===== src/design/clint_pkg.sv =====
`default_nettype none

package clint_pkg;

    // axi-lite bus widths
    localparam int axi_addr_w = 32;
    localparam int axi_data_w = 32;
    localparam int axi_strb_w = 4;

    // register map, decoded on the low 16 address bits
    localparam logic [15:0] off_msip        = 16'h0000;
    localparam logic [15:0] off_mtimecmp_lo = 16'h4000;
    localparam logic [15:0] off_mtimecmp_hi = 16'h4004;
    localparam logic [15:0] off_mtime_lo    = 16'hBFF8;
    localparam logic [15:0] off_mtime_hi    = 16'hBFFC;

    // bus response codes
    typedef enum logic [1:0] {
        resp_okay   = 2'b00,
        resp_slverr = 2'b10
    } axi_resp_e;

    // read channel FSM
    typedef enum logic [1:0] {
        rd_idle,
        rd_wait,
        rd_resp
    } rd_state_e;

    // write channel FSM
    typedef enum logic [1:0] {
        wr_collect,
        wr_commit,
        wr_resp
    } wr_state_e;

    // read delay lfsr start value, must be nonzero
    localparam logic [2:0] lfsr_seed = 3'b001;

endpackage

`default_nettype wire


===== src/design/axil_read_port.sv =====
`timescale 1ns/1ps
`default_nettype none

module axil_read_port (
    input  wire                              clk,
    input  wire                              rst_n,
    // AR channel
    input  wire  [clint_pkg::axi_addr_w-1:0] araddr,
    input  wire                              arvalid,
    output logic                             arready,
    // R channel
    output logic [clint_pkg::axi_data_w-1:0] rdata,
    output clint_pkg::axi_resp_e             rresp,
    output logic                             rvalid,
    input  wire                              rready,
    // register file side
    output logic [clint_pkg::axi_addr_w-1:0] rd_addr,
    input  wire  [clint_pkg::axi_data_w-1:0] rd_data,
    input  wire                              rd_err
);
    import clint_pkg::*;

    rd_state_e  state;
    logic [2:0] lfsr;
    logic [2:0] delay;
    logic [2:0] wait_cnt;
    logic       ar_fire;
    logic       wait_done;

    assign arready   = (state == rd_idle);
    assign rvalid    = (state == rd_resp);
    assign ar_fire   = arvalid && arready;
    assign wait_done = (state == rd_wait) && (wait_cnt == delay);

    // x^3 + x^2 + 1, steps only while idle
    always_ff @(posedge clk) begin
        if (!rst_n) begin
            lfsr <= lfsr_seed;
        end else if (state == rd_idle) begin
            lfsr <= {lfsr[1:0], lfsr[2] ^ lfsr[1]};
        end
    end

    always_ff @(posedge clk) begin
        if (!rst_n) begin
            state    <= rd_idle;
            delay    <= '0;
            wait_cnt <= '0;
        end else begin
            case (state)
                rd_idle: begin
                    if (ar_fire) begin
                        // lfsr never holds zero, so delay is 1..7
                        delay    <= lfsr;
                        wait_cnt <= 3'd1;
                        state    <= rd_wait;
                    end
                end
                rd_wait: begin
                    if (wait_done) begin
                        state <= rd_resp;
                    end else begin
                        wait_cnt <= wait_cnt + 3'd1;
                    end
                end
                rd_resp: begin
                    if (rready) begin
                        state <= rd_idle;
                    end
                end
                default: begin
                    state <= rd_idle;
                end
            endcase
        end
    end

    // address latch and response capture
    always_ff @(posedge clk) begin
        if (ar_fire) begin
            rd_addr <= araddr;
        end
        if (wait_done) begin
            rdata <= rd_err ? '0 : rd_data;
            rresp <= rd_err ? resp_slverr : resp_okay;
        end
    end

endmodule

`default_nettype wire


===== src/design/axil_write_port.sv =====
`timescale 1ns/1ps
`default_nettype none

module axil_write_port (
    input  wire                              clk,
    input  wire                              rst_n,
    // AW channel
    input  wire  [clint_pkg::axi_addr_w-1:0] awaddr,
    input  wire                              awvalid,
    output logic                             awready,
    // W channel
    input  wire  [clint_pkg::axi_data_w-1:0] wdata,
    input  wire  [clint_pkg::axi_strb_w-1:0] wstrb,
    input  wire                              wvalid,
    output logic                             wready,
    // B channel
    output clint_pkg::axi_resp_e             bresp,
    output logic                             bvalid,
    input  wire                              bready,
    // register file side
    output logic                             wr_stb,
    output logic [clint_pkg::axi_addr_w-1:0] wr_addr,
    output logic [clint_pkg::axi_data_w-1:0] wr_data,
    output logic [clint_pkg::axi_strb_w-1:0] wr_strb,
    input  wire                              wr_err
);
    import clint_pkg::*;

    wr_state_e state;
    logic      aw_held;
    logic      w_held;
    logic      aw_fire;
    logic      w_fire;
    logic      have_aw;
    logic      have_w;

    // readies drop once a channel is captured and stay low until B completes
    assign awready = (state == wr_collect) && !aw_held;
    assign wready  = (state == wr_collect) && !w_held;
    assign aw_fire = awvalid && awready;
    assign w_fire  = wvalid && wready;
    assign have_aw = aw_held || aw_fire;
    assign have_w  = w_held || w_fire;

    assign wr_stb = (state == wr_commit);
    assign bvalid = (state == wr_resp);

    always_ff @(posedge clk) begin
        if (!rst_n) begin
            state   <= wr_collect;
            aw_held <= 1'b0;
            w_held  <= 1'b0;
        end else begin
            case (state)
                wr_collect: begin
                    if (aw_fire) begin
                        aw_held <= 1'b1;
                    end
                    if (w_fire) begin
                        w_held <= 1'b1;
                    end
                    if (have_aw && have_w) begin
                        state <= wr_commit;
                    end
                end
                wr_commit: begin
                    state <= wr_resp;
                end
                wr_resp: begin
                    if (bready) begin
                        aw_held <= 1'b0;
                        w_held  <= 1'b0;
                        state   <= wr_collect;
                    end
                end
                default: begin
                    state <= wr_collect;
                end
            endcase
        end
    end

    // hold registers, filled in whichever order the channels arrive
    always_ff @(posedge clk) begin
        if (aw_fire) begin
            wr_addr <= awaddr;
        end
        if (w_fire) begin
            wr_data <= wdata;
            wr_strb <= wstrb;
        end
    end

    // decode answer is valid during the strobe cycle
    always_ff @(posedge clk) begin
        if (state == wr_commit) begin
            bresp <= wr_err ? resp_slverr : resp_okay;
        end
    end

endmodule

`default_nettype wire


===== src/design/clint_regs.sv =====
`timescale 1ns/1ps
`default_nettype none

module clint_regs (
    input  wire                              clk,
    input  wire                              rst_n,
    // read side
    input  wire  [clint_pkg::axi_addr_w-1:0] rd_addr,
    output logic [clint_pkg::axi_data_w-1:0] rd_data,
    output logic                             rd_err,
    // write side
    input  wire                              wr_stb,
    input  wire  [clint_pkg::axi_addr_w-1:0] wr_addr,
    input  wire  [clint_pkg::axi_data_w-1:0] wr_data,
    input  wire  [clint_pkg::axi_strb_w-1:0] wr_strb,
    output logic                             wr_err,
    // interrupt sources
    output logic [63:0]                      mtime,
    output logic [63:0]                      mtimecmp,
    output logic                             msip_bit
);
    import clint_pkg::*;

    logic [15:0] rd_off;
    logic [15:0] wr_off;
    logic        sel_msip;
    logic        sel_cmp_lo;
    logic        sel_cmp_hi;
    logic        sel_time_lo;
    logic        sel_time_hi;
    logic        tick;

    // replace only the bytes whose strobe is set
    function automatic logic [31:0] merge_bytes(
        input logic [31:0] old_val,
        input logic [31:0] new_val,
        input logic [3:0]  strb
    );
        logic [31:0] res;
        res = old_val;
        for (int i = 0; i < 4; i++) begin
            if (strb[i]) begin
                res[8*i +: 8] = new_val[8*i +: 8];
            end
        end
        return res;
    endfunction

    assign rd_off = rd_addr[15:0];
    assign wr_off = wr_addr[15:0];

    // read decode
    always_comb begin
        rd_err = 1'b0;
        case (rd_off)
            off_msip:        rd_data = {31'b0, msip_bit};
            off_mtimecmp_lo: rd_data = mtimecmp[31:0];
            off_mtimecmp_hi: rd_data = mtimecmp[63:32];
            off_mtime_lo:    rd_data = mtime[31:0];
            off_mtime_hi:    rd_data = mtime[63:32];
            default: begin
                rd_data = '0;
                rd_err  = 1'b1;
            end
        endcase
    end

    // write decode
    assign sel_msip    = wr_stb && (wr_off == off_msip);
    assign sel_cmp_lo  = wr_stb && (wr_off == off_mtimecmp_lo);
    assign sel_cmp_hi  = wr_stb && (wr_off == off_mtimecmp_hi);
    assign sel_time_lo = wr_stb && (wr_off == off_mtime_lo);
    assign sel_time_hi = wr_stb && (wr_off == off_mtime_hi);

    assign wr_err = !((wr_off == off_msip) || (wr_off == off_mtimecmp_lo) ||
                      (wr_off == off_mtimecmp_hi) || (wr_off == off_mtime_lo) ||
                      (wr_off == off_mtime_hi));

    // timer, advances every second clock; a bus write wins over the increment
    always_ff @(posedge clk) begin
        if (!rst_n) begin
            mtime <= '0;
            tick  <= 1'b0;
        end else begin
            tick <= ~tick;
            if (sel_time_lo) begin
                mtime[31:0] <= merge_bytes(mtime[31:0], wr_data, wr_strb);
            end else if (sel_time_hi) begin
                mtime[63:32] <= merge_bytes(mtime[63:32], wr_data, wr_strb);
            end else if (tick) begin
                mtime <= mtime + 64'd1;
            end
        end
    end

    // compare value starts at max so no timer irq after reset
    always_ff @(posedge clk) begin
        if (!rst_n) begin
            mtimecmp <= '1;
        end else begin
            if (sel_cmp_lo) begin
                mtimecmp[31:0] <= merge_bytes(mtimecmp[31:0], wr_data, wr_strb);
            end
            if (sel_cmp_hi) begin
                mtimecmp[63:32] <= merge_bytes(mtimecmp[63:32], wr_data, wr_strb);
            end
        end
    end

    // only bit 0 exists
    always_ff @(posedge clk) begin
        if (!rst_n) begin
            msip_bit <= 1'b0;
        end else if (sel_msip && wr_strb[0]) begin
            msip_bit <= wr_data[0];
        end
    end

endmodule

`default_nettype wire


===== src/design/clint_irq_gen.sv =====
`timescale 1ns/1ps
`default_nettype none

module clint_irq_gen (
    input  wire        clk,
    input  wire        rst_n,
    input  wire [63:0] mtime,
    input  wire [63:0] mtimecmp,
    input  wire        msip_bit,
    output logic       mtip,
    output logic       msip
);

    logic timer_hit;

    // unsigned compare, level while time has reached the compare value
    assign timer_hit = (mtime >= mtimecmp);

    // both lines come straight from flops
    always_ff @(posedge clk) begin
        if (!rst_n) begin
            mtip <= 1'b0;
            msip <= 1'b0;
        end else begin
            mtip <= timer_hit;
            msip <= msip_bit;
        end
    end

endmodule

`default_nettype wire


===== src/design/clint_top.sv =====
`timescale 1ns/1ps
`default_nettype none

module clint_top (
    input  wire                              clk,
    input  wire                              rst_n,
    // AR
    input  wire  [clint_pkg::axi_addr_w-1:0] araddr,
    input  wire                              arvalid,
    output logic                             arready,
    // R
    output logic [clint_pkg::axi_data_w-1:0] rdata,
    output clint_pkg::axi_resp_e             rresp,
    output logic                             rvalid,
    input  wire                              rready,
    // AW
    input  wire  [clint_pkg::axi_addr_w-1:0] awaddr,
    input  wire                              awvalid,
    output logic                             awready,
    // W
    input  wire  [clint_pkg::axi_data_w-1:0] wdata,
    input  wire  [clint_pkg::axi_strb_w-1:0] wstrb,
    input  wire                              wvalid,
    output logic                             wready,
    // B
    output clint_pkg::axi_resp_e             bresp,
    output logic                             bvalid,
    input  wire                              bready,
    // interrupts
    output logic                             mtip,
    output logic                             msip
);
    import clint_pkg::*;

    logic [axi_addr_w-1:0] rd_addr;
    logic [axi_data_w-1:0] rd_data;
    logic                  rd_err;
    logic                  wr_stb;
    logic [axi_addr_w-1:0] wr_addr;
    logic [axi_data_w-1:0] wr_data;
    logic [axi_strb_w-1:0] wr_strb;
    logic                  wr_err;
    logic [63:0]           mtime;
    logic [63:0]           mtimecmp;
    logic                  msip_bit;

    axil_read_port rd_port_i (
        .clk     (clk),
        .rst_n   (rst_n),
        .araddr  (araddr),
        .arvalid (arvalid),
        .arready (arready),
        .rdata   (rdata),
        .rresp   (rresp),
        .rvalid  (rvalid),
        .rready  (rready),
        .rd_addr (rd_addr),
        .rd_data (rd_data),
        .rd_err  (rd_err)
    );

    axil_write_port wr_port_i (
        .clk     (clk),
        .rst_n   (rst_n),
        .awaddr  (awaddr),
        .awvalid (awvalid),
        .awready (awready),
        .wdata   (wdata),
        .wstrb   (wstrb),
        .wvalid  (wvalid),
        .wready  (wready),
        .bresp   (bresp),
        .bvalid  (bvalid),
        .bready  (bready),
        .wr_stb  (wr_stb),
        .wr_addr (wr_addr),
        .wr_data (wr_data),
        .wr_strb (wr_strb),
        .wr_err  (wr_err)
    );

    clint_regs regs_i (
        .clk      (clk),
        .rst_n    (rst_n),
        .rd_addr  (rd_addr),
        .rd_data  (rd_data),
        .rd_err   (rd_err),
        .wr_stb   (wr_stb),
        .wr_addr  (wr_addr),
        .wr_data  (wr_data),
        .wr_strb  (wr_strb),
        .wr_err   (wr_err),
        .mtime    (mtime),
        .mtimecmp (mtimecmp),
        .msip_bit (msip_bit)
    );

    clint_irq_gen irq_i (
        .clk      (clk),
        .rst_n    (rst_n),
        .mtime    (mtime),
        .mtimecmp (mtimecmp),
        .msip_bit (msip_bit),
        .mtip     (mtip),
        .msip     (msip)
    );

endmodule

`default_nettype wire


===== config.mk =====
export PLATFORM = sky130hd
export DESIGN_NAME = clint_top
export DESIGN_NICKNAME = d
export VERILOG_FILES = /design/src/design/clint_pkg.sv /design/src/design/axil_read_port.sv /design/src/design/axil_write_port.sv /design/src/design/clint_regs.sv /design/src/design/clint_irq_gen.sv /design/src/design/clint_top.sv
export SDC_FILE = /design/constraint.sdc
export NUM_CORES = 1
export LEC_CHECK = 0
export BUFFER_PORTS_ARGS = -buffer_cell sky130_fd_sc_hd__buf_2
export CAP_MARGIN = 20
export CORE_ASPECT_RATIO = 0.9
export CORE_MARGIN = 5
export CORE_UTILIZATION = 59
export CTS_CLUSTER_SIZE = 12
export DETAILED_ROUTE_END_ITERATION = 12
export PLACE_DENSITY_LB_ADDON = 0.15
export SLEW_MARGIN = 30
export SYNTH_ARGS = -nofsm -noshare
export SYNTH_HDL_FRONTEND = slang
export SYNTH_SLANG_ARGS = --single-unit

===== constraint.sdc =====
create_clock -name clk -period 5 [get_ports clk]
set_clock_uncertainty 0.1 [all_clocks]
set_input_delay 0 -clock clk [delete_from_list [all_inputs] [get_ports clk]]
set_output_delay 0 -clock clk [all_outputs]
set_load 0.02 [all_outputs]

==> flow_results.org, run 1 <==
** STA
- Setup violations remaining at the end of the flow were counted as 0.
- Setup slack closes at 1680 ps.
- Slew at the pin closest to its max-slew limit :: 1010 ps
- Setup repair after global routing missed its margin :: false
- The number of endpoints with negative hold slack in the final report came to 0.
- Measured against its own limit, the worst slew margin works out to 0.318.
- Min Tclk post-route :: 3320 ps
- Dividing the final minimum period by the clock period gives 0.665.
- Post-route setup TNS :: 0 ps
- The number of pins exceeding their max-slew limit in the final report came to 0.
- Peak Freq :: 0.301 GHz

** Worst setup path
- Counting both buffers and inverters, the worst setup path holds a total of 0.
- On the critical path the largest part of the delay comes from simple AND/OR/NAND/NOR gates.
- CP peak stage delay :: 660 ps
- Startpoint kind of the worst setup timing path :: register
- In this run the worst setup path begins at regs_i.mtime[0].
- Sort of element at the end of the critical path :: register
- STA puts the critical path data required time at 5360 ps.
- Cell with the most instances on the worst path :: nand3_1
- For this design, the slowest cell found on the critical path is nor2_1.
- Data on the critical path arrives at its endpoint at 3680 ps.
- Critical path cell sequence :: ha_1 -> nand3_1 -> nor2_1 -> and4_1 -> nand3_1 -> nor4_1 -> o21bai_1
- In this run the worst path has a maximum fanout of 9.
- Startpoint of the worst register-to-register path :: regs_i.mtime[0]
- The worst setup path is of the register to register kind.

** Placement
- Once detailed placement completed, the half-perimeter wirelength came to 27400 um.
- Worst-case setup slack after placement :: 1940 ps
- Count of input and output buffers :: 115
- The congestion estimate from routability-driven global placement came to 0.985.

** Synth
- For this run, the number of Yosys warnings is 0.
- Cell type with the largest total area after synthesis :: edfxtp_1
- Yosys attributes the largest share of cell area to edfxtp_1, dfxtp_1, nand3_1.
- Distinct cells, synth :: 82
- Counting every instance in the synthesized netlist gives 1474.
- Cell with the most instances after synthesis :: nand2_1
- Synth top area share :: 0.230
- Seq cells post-synth :: 249
- In the synthesized netlist, the cells that appear most often are nand2_1, nand3_1, dfxtp_1, edfxtp_1, a21oi_1.
- The share of the Yosys chip area taken by registers is 0.450.
- The cell area that synthesis handed to floorplanning was 13300 um2.
- Yosys mapped a number of flops with a built-in enable equal to 102.
- Primary flip-flop cell chosen by synthesis mapping :: dfxtp_1
- Mean post-synth cell area :: 9.05 um2
- Asr flop ratio synth :: 0

** Final layout
- Filler Cells Inserted :: 1750
- Relative to the synthesized area, the layout overhead comes to 17.2%.
- Of the cells placed in the final design, the portion with a size suffix greater than 1 is 0.123.
- Once layout is complete, the utilization of the core stands at 0.699.
- Nets@finish :: 1805
- Diodes inserted :: 0

** Power and ir drop
- Relative contribution of sequential cells to total power :: 0.512
- The analysis attributes to cell leakage a power of 6.80 nW.
- Clock Power Share :: 0.404
- Power spread over the standard cell area amounts to 290 nW/um2.
- VDD IR-drop max :: 0.257 mV
- Of the total power, the share spent switching nets is 0.249.
- Final Total Pwr :: 4.54 mW
- The share of total power dissipated in combinational logic is 0.084.
- Summed over all nets, the switching power comes to 1.13 mW.
- Internal power :: 3.41 mW

** Routing
- Detailed-route via count :: 12680
- Via count normalized by instance count :: 6.51
- DRC violations left :: 0
- For this block, the initial DRC count from the detailed router was 1573.
- Once detail routing completed, the nets flagged for antenna violations numbered 0.
- Detailed-route wire length :: 41400 um
- Dividing the detail-routed wire length by the instance count gives 21.2 um.
- The first detailed-routing pass took 6 iterations.

** Clock network
- Post-CTS repair changed the size of 0 cells.
- In this run, CTS created clock tree buffers numbering 26.
- The root buffer cell chosen for the clock tree is clkbuf_16.
- After clock tree synthesis, the clock-pin slew on the worst setup and hold paths is 70 ps.
- Clock latency reported for the late side of the worst-skew pair :: 540 ps
- After clock tree synthesis, the flow added hold-fix buffers numbering 74.
- Clock sink count :: 249
- Setup Buffers After CTS :: 0
- No sink is reached through more buffers than the 3 on the longest clock path.
- CTS tree :: built
- CTS H-tree depth :: 1

** Die
- Die Ht :: 153 um
- Total core area :: 22400 um2
- Area enclosed by the die boundary :: 25700 um2
- Row generation in the floorplan step produced 52 rows.
- Initial core utilization :: 0.596
- I/O pin count :: 150
- Die extent in x :: 169 um

** Hold path
- Path category of the worst min-delay check :: input pin to register
- The worst hold path begins at wvalid.

** Run
- Max_cap viols :: 0

** Global route
- Entering global routing, the biggest net connects 72 pins.
- Grt total ovfl :: 0
- Initial antenna violation count :: 0
- Across every metal layer, demand over resource in global routing totals 0.314.
- For this run, global-route usage on met1 was measured as 0.449.
- Met2 Use GR :: 0.480
- For this run, global-route usage on met3 was measured as 0.0646.
- Global-route wire length before repair :: 65600 um
- met2 is the most crowded layer.
- Number of global-route vias before repair :: 11961

** Run status
- The run finished with clean final reports.
layout by cell type, fill, tap and decap left out, types with 31 or more instances in the layout:
cell           count
edfxtp_1         102
dfxtp_1          147
inv_1             74
and3_1            31
nand4_1           32
buf_2            114
nand3_1          170
o21ai_0           67
nor2_1            65
ha_1              66
mux2i_1           35
dlygate4sd3_1     74
nand2_1          177
a21oi_1           97
metal layers:
| layer | share of wire | vias to the layer above |
|---|---|---|
| met2 | 0.44 | 716 |
| met5 | 0 | - |
| li1 | - | 5822 |
| met1 | 0.42 | 6027 |
| met3 | 0.10 | 115 |
| met4 | 0.036 | 0 |
power groups by stage:
stage	Clock [mW]	Combinational [mW]	Sequential, mW
after floorplan	0	0.180	2.36
after global placement	0	0.318	2.36
after detailed placement	0	0.326	2.36
after CTS	1.84	0.371	2.32
after global routing	1.93	0.408	2.33
final	1.83	0.380	2.32
area by class of cell:
cell class                 count  area (um2)  share of cell area
clock buffer                  44         769              0.0492
clock inverter                 4        21.3             0.00136
tap                          297         372              0.0238
timing repair buffer         210        1480              0.0944
multi-input combinational   1070        6720               0.429
inverter                      75         282              0.0180
sequential                   249        6010               0.384
stage by stage:
stage	instance area (um2)	hold slack, ps	instances
after floorplan	13300	-1.13	1475
after global placement	14100	76.4	1827
after detailed placement	14100	78.1	1827
after CTS	15600	26.2	1949
after global routing	15600	63.4	1949
final	15600	53.4	1949
path summary, 6_finish.rpt:
check	endpoint	slack [ps]	cells after the start
worst max-delay path	regs_i.mtime[62]	1680	7
worst min-delay path	wr_port_i.wr_strb[0]	50	2
worst max register to register	regs_i.mtime[62]	1680	7
worst min register to register	regs_i.tick	360	1
kinds of logic (layout without fill, tap and decap cells):
| family | after synthesis | in the layout | share of synthesized area |
|---|---|---|---|
| simple gates | 612 | 612 | 0.236 |
| compound gates | 350 | 350 | 0.173 |
| flops | 249 | 249 | 0.450 |
| buf+inv | 156 | 333 | 0.0491 |
| fa+ha+maj | 66 | 66 | 0.0619 |
| mux | 35 | 35 | 0.0263 |
| xor+xnor | 5 | 5 | 0.00328 |
| other cells | 1 | 2 | 0.000281 |
state kept, by name (all words and copies together) (netlist names), 4 cells and up:
| register | flops |
|---|---|
| wr_port_i.wr_addr | 16 |
| regs_i.mtimecmp | 64 |
| wr_port_i.wr_data | 32 |
| rd_port_i.rdata | 32 |
| wr_port_i.wr_strb | 4 |
| regs_i.mtime | 64 |
| rd_port_i.rd_addr | 16 |
Note: power is estimated with default switching activity, not from simulation.
==> inputs of run 2 (changes only) <==
- clock period: 5 -> 3.23 ns (I/O delays scaled with it)
==> run 2 against run 1 <==
Against the previous run: count of clock-buffer cells in the layout shrank 2; sequential power grew 54%; fmax is 16% higher; via count increased by 0.43%; first-iteration DRC count is 5.0% higher; cell count grew 1.6%; sequential share of layout area fell by 0.87 points; critical path type unchanged; largest power group unchanged; highest routed layer unchanged.
==> flow_results.org, run 2 (same netlist as run 1, synthesis figures left out) <==
** Worst setup path
- Start-to-end type of the worst setup path :: register to register (unchanged)
- Critical path cell sequence :: or3b_4 -> or4_4 -> nor2_4 -> buf_4 -> a21oi_1 -> a221oi_1 -> o21ai_1 (was ha_1 -> nand3_1 -> nor2_1 -> and4_1 -> nand3_1 -> nor4_1 -> o21bai_1)
- The largest delay contributor family on the critical path is simple AND/OR/NAND/NOR gates (unchanged).
- The startpoint type of the worst setup path is a register (unchanged).
- Slowest CP cell :: or4_4 (was nor2_1)
- The critical path buffer and inverter count is 1 (was 0).
- Sort of element at the end of the critical path :: register (unchanged)
- The largest incremental delay on the critical path is 580 ps (was 660 ps).
- The data arrival time at the worst-slack endpoint was 3190 ps (was 3680 ps).
- Flop-to-flop setup slack :: 360 ps (was 1680 ps)
- Largest fanout on the critical path :: 16 (was 9)
- Required time of the critical path :: 3550 ps (was 5360 ps)

** Clock network
- Clock root buffer :: clkbuf_16 (unchanged)
- The clock net sink count is 249 (unchanged).
- Clock tree buffer depth :: 3 (unchanged)
- The clock slew at the register clock pins of the worst setup and hold paths is 60 ps (was 70 ps).
- Clock latency reported for the late side of the worst-skew pair :: 540 ps (about the same)
- The number of CTS-inserted buffers is 27 (was 26).
- CTS tree :: built (unchanged)
- The maximum level of the CTS H-tree is 1 (unchanged).
- The number of buffers inserted by post-CTS setup repair is 0 (unchanged).

** STA
- The worst-case hold slack was 67.0 ps (was 53.4 ps).
- The time the worst path needs with I/O delays and setup is 2870 ps (was 3320 ps).
- Final setup violation count :: 0 (unchanged)
- The tightest slew margin relative to the limit was 0.365 (was 0.318).
- Final max-slew violation count :: 0 (unchanged)
- Peak Freq :: 0.348 GHz (was 0.301 GHz)
- Slew at the pin closest to its max-slew limit :: 952 ps (was 1010 ps)
- Setup repair after global routing missed its margin: false (unchanged).
- Final Hold Viols :: 0 (unchanged)
- The post-route fraction of the period consumed by the critical path was 0.888 (was 0.665).
- The setup TNS is 0 ps (unchanged).

** Global route
- The met2 routing resource usage after global routing was 0.498 (was 0.480).
- Grt total ovfl :: 0 (unchanged)
- The wire length of the first global-routing pass came to 66900 um (was 65600 um).
- The initial antenna violation count is 0 (unchanged).
- Number of global-route vias before repair :: 12237 (was 11961)
- GR Util All Layers :: 0.319 (was 0.314)
- The routing usage on met1 came to 0.452 (was 0.449).
- The met3 routing resource usage after global routing was 0.0597 (was 0.0646).
- The largest net degree at the start of global routing was 58 (was 72).
- Most congested layer reported by global routing :: met2 (unchanged)

** Die
- The number of placement rows came to 52 (unchanged).
- The area enclosed by the die boundary came to 25700 um2 (unchanged).
- Die Ht :: 153 um (unchanged)
- The number of top-level design ports was 150 (unchanged).
- The placeable core region is 22400 um2 (unchanged).
- The x dimension of the die was 169 um (unchanged).
- Initial core utilization :: 0.596 (unchanged)

** Final layout
- Nets@finish :: 1837 (was 1805)
- The fraction of layout cells with a size suffix above 1 came to 0.143 (was 0.123).
- Biggest registers after layout: regs_i.mtime (64), regs_i.mtimecmp (64) (unchanged).
- Most common library cell in the layout ignoring fill and taps :: nand2_1 (unchanged)
- Area occupied by multi-input gates :: 6720 um2 (about the same)
- Diodes inserted :: 0 (unchanged)
- Highest-count cells in the layout ignoring fill and taps :: nand2_1, nand3_1, dfxtp_1 (unchanged)
- The register cell area after layout is 6010 um2 (unchanged).
- Layout overhead on the synthesized area :: 20.0% (was 17.2%)
- Post-route design area :: 16000 um2 (was 15600 um2)
- The layout filler cell count came to 1727 (was 1750).

** Placement
- Total placed instance area :: 14400 um2 (was 14100 um2)
- The routability congestion estimate came to 0.988 (was 0.985).
- Count of input and output buffers :: 115 (unchanged)
- DP Wirelength :: 27900 um (was 27400 um)

** Power and ir drop
- The maximum vdd drop was 0.460 mV (was 0.257 mV).
- The total power per unit cell area came to 454 nW/um2 (was 290 nW/um2).
- Internal power :: 5.49 mW (was 3.41 mW)
- The leakage dissipation is 7.01 nW (was 6.80 nW).
- The relative contribution of combinational cells to total power came to 0.084 (about the same).
- Net load switching power :: 1.77 mW (was 1.13 mW)
- Relative contribution of sequential cells to total power :: 0.493 (was 0.512)
- Switching Share :: 0.244 (was 0.249)
- Final Total Pwr :: 7.26 mW (was 4.54 mW)
- The clock power share is 0.422 (was 0.404).

** Routing
- The per-cell via count in the routed design was 6.43 (was 6.51).
- Iteration-0 DRC count of the detailed router :: 1651 (was 1573)
- The number of detailed-route iterations in the first pass was 5 (was 6).
- Detailed-route wire length :: 41800 um (was 41400 um)
- DRC violations left :: 0 (unchanged)
- The average wire length per cell after detail routing came to 21.1 um (was 21.2 um).
- The detailed-route via count came to 12735 (was 12680).
- The post-detailed-route count of antenna-violating nets is 0 (unchanged).

** Hold path
- Path category of the worst min-delay check :: input pin to register (unchanged)

** Run status
- Run status: finished clean (unchanged).

** Run
- The number of max-cap violations is 0 (unchanged).
[run 2: per-stage QoR]
step	std cells	setup WS, ps	util
finish	1981	360	0.715
global route	1981	228	0.715
CTS	1981	414	0.715
detailed placement	1858	439	0.643
global placement	1858	477	0.643
floorplan	1475	743	-
[run 2: worst reg2reg max path, delay by kind of cell, from the launching register on]
kind,cells,cell delay (ps)
AND/OR/NAND/NOR,3,1390
flip-flops,1,380
buffers and inverters,1,290
AO/OA/AOI/OAI,3,600
[run 2: timing repair]
| item | 4_1_cts | 5_1_grt |
|---|---|---|
| resized for setup | 0 | 0 |
| hold buffers | 74 | 0 |
| hold endpoints to repair | 121 | 0 |
| setup endpoints to repair | 0 | 0 |
[run 2: layer usage]
layer	up-vias	routed length [um]
met4	0	1400
met5	-	0
met1	6011	17300
li1	5892	-
met3	105	4270
met2	727	18800
[run 2: power by group through the flow]
stage               clock (mW)  combinational [mW]  sequential (mW)
floorplan                    0               0.280             3.65
global placement             0               0.520             3.64
detailed placement           0               0.529             3.64
CTS                       3.09               0.600             3.58
global route              3.24               0.656             3.59
finish                    3.07               0.612             3.58
[run 2: cell type report]
cell class / count / area share
sequential: 249 / 0.375
multi-input combinational: 1070 / 0.420
tap: 297 / 0.0232
clock buffer: 42 / 0.0488
inverter: 75 / 0.0176
timing repair buffer: 241 / 0.110
clock inverter: 7 / 0.00547
[run 2: worst paths after layout]
check                                          start  depth (start not counted)                    to
worst min register to register           regs_i.tick                          1           regs_i.tick
worst max-delay path            wr_port_i.wr_addr[1]                          7      regs_i.mtime[50]
worst min-delay path                       awaddr[8]                          2  wr_port_i.wr_addr[8]
worst max register to register  wr_port_i.wr_addr[1]                          7      regs_i.mtime[50]
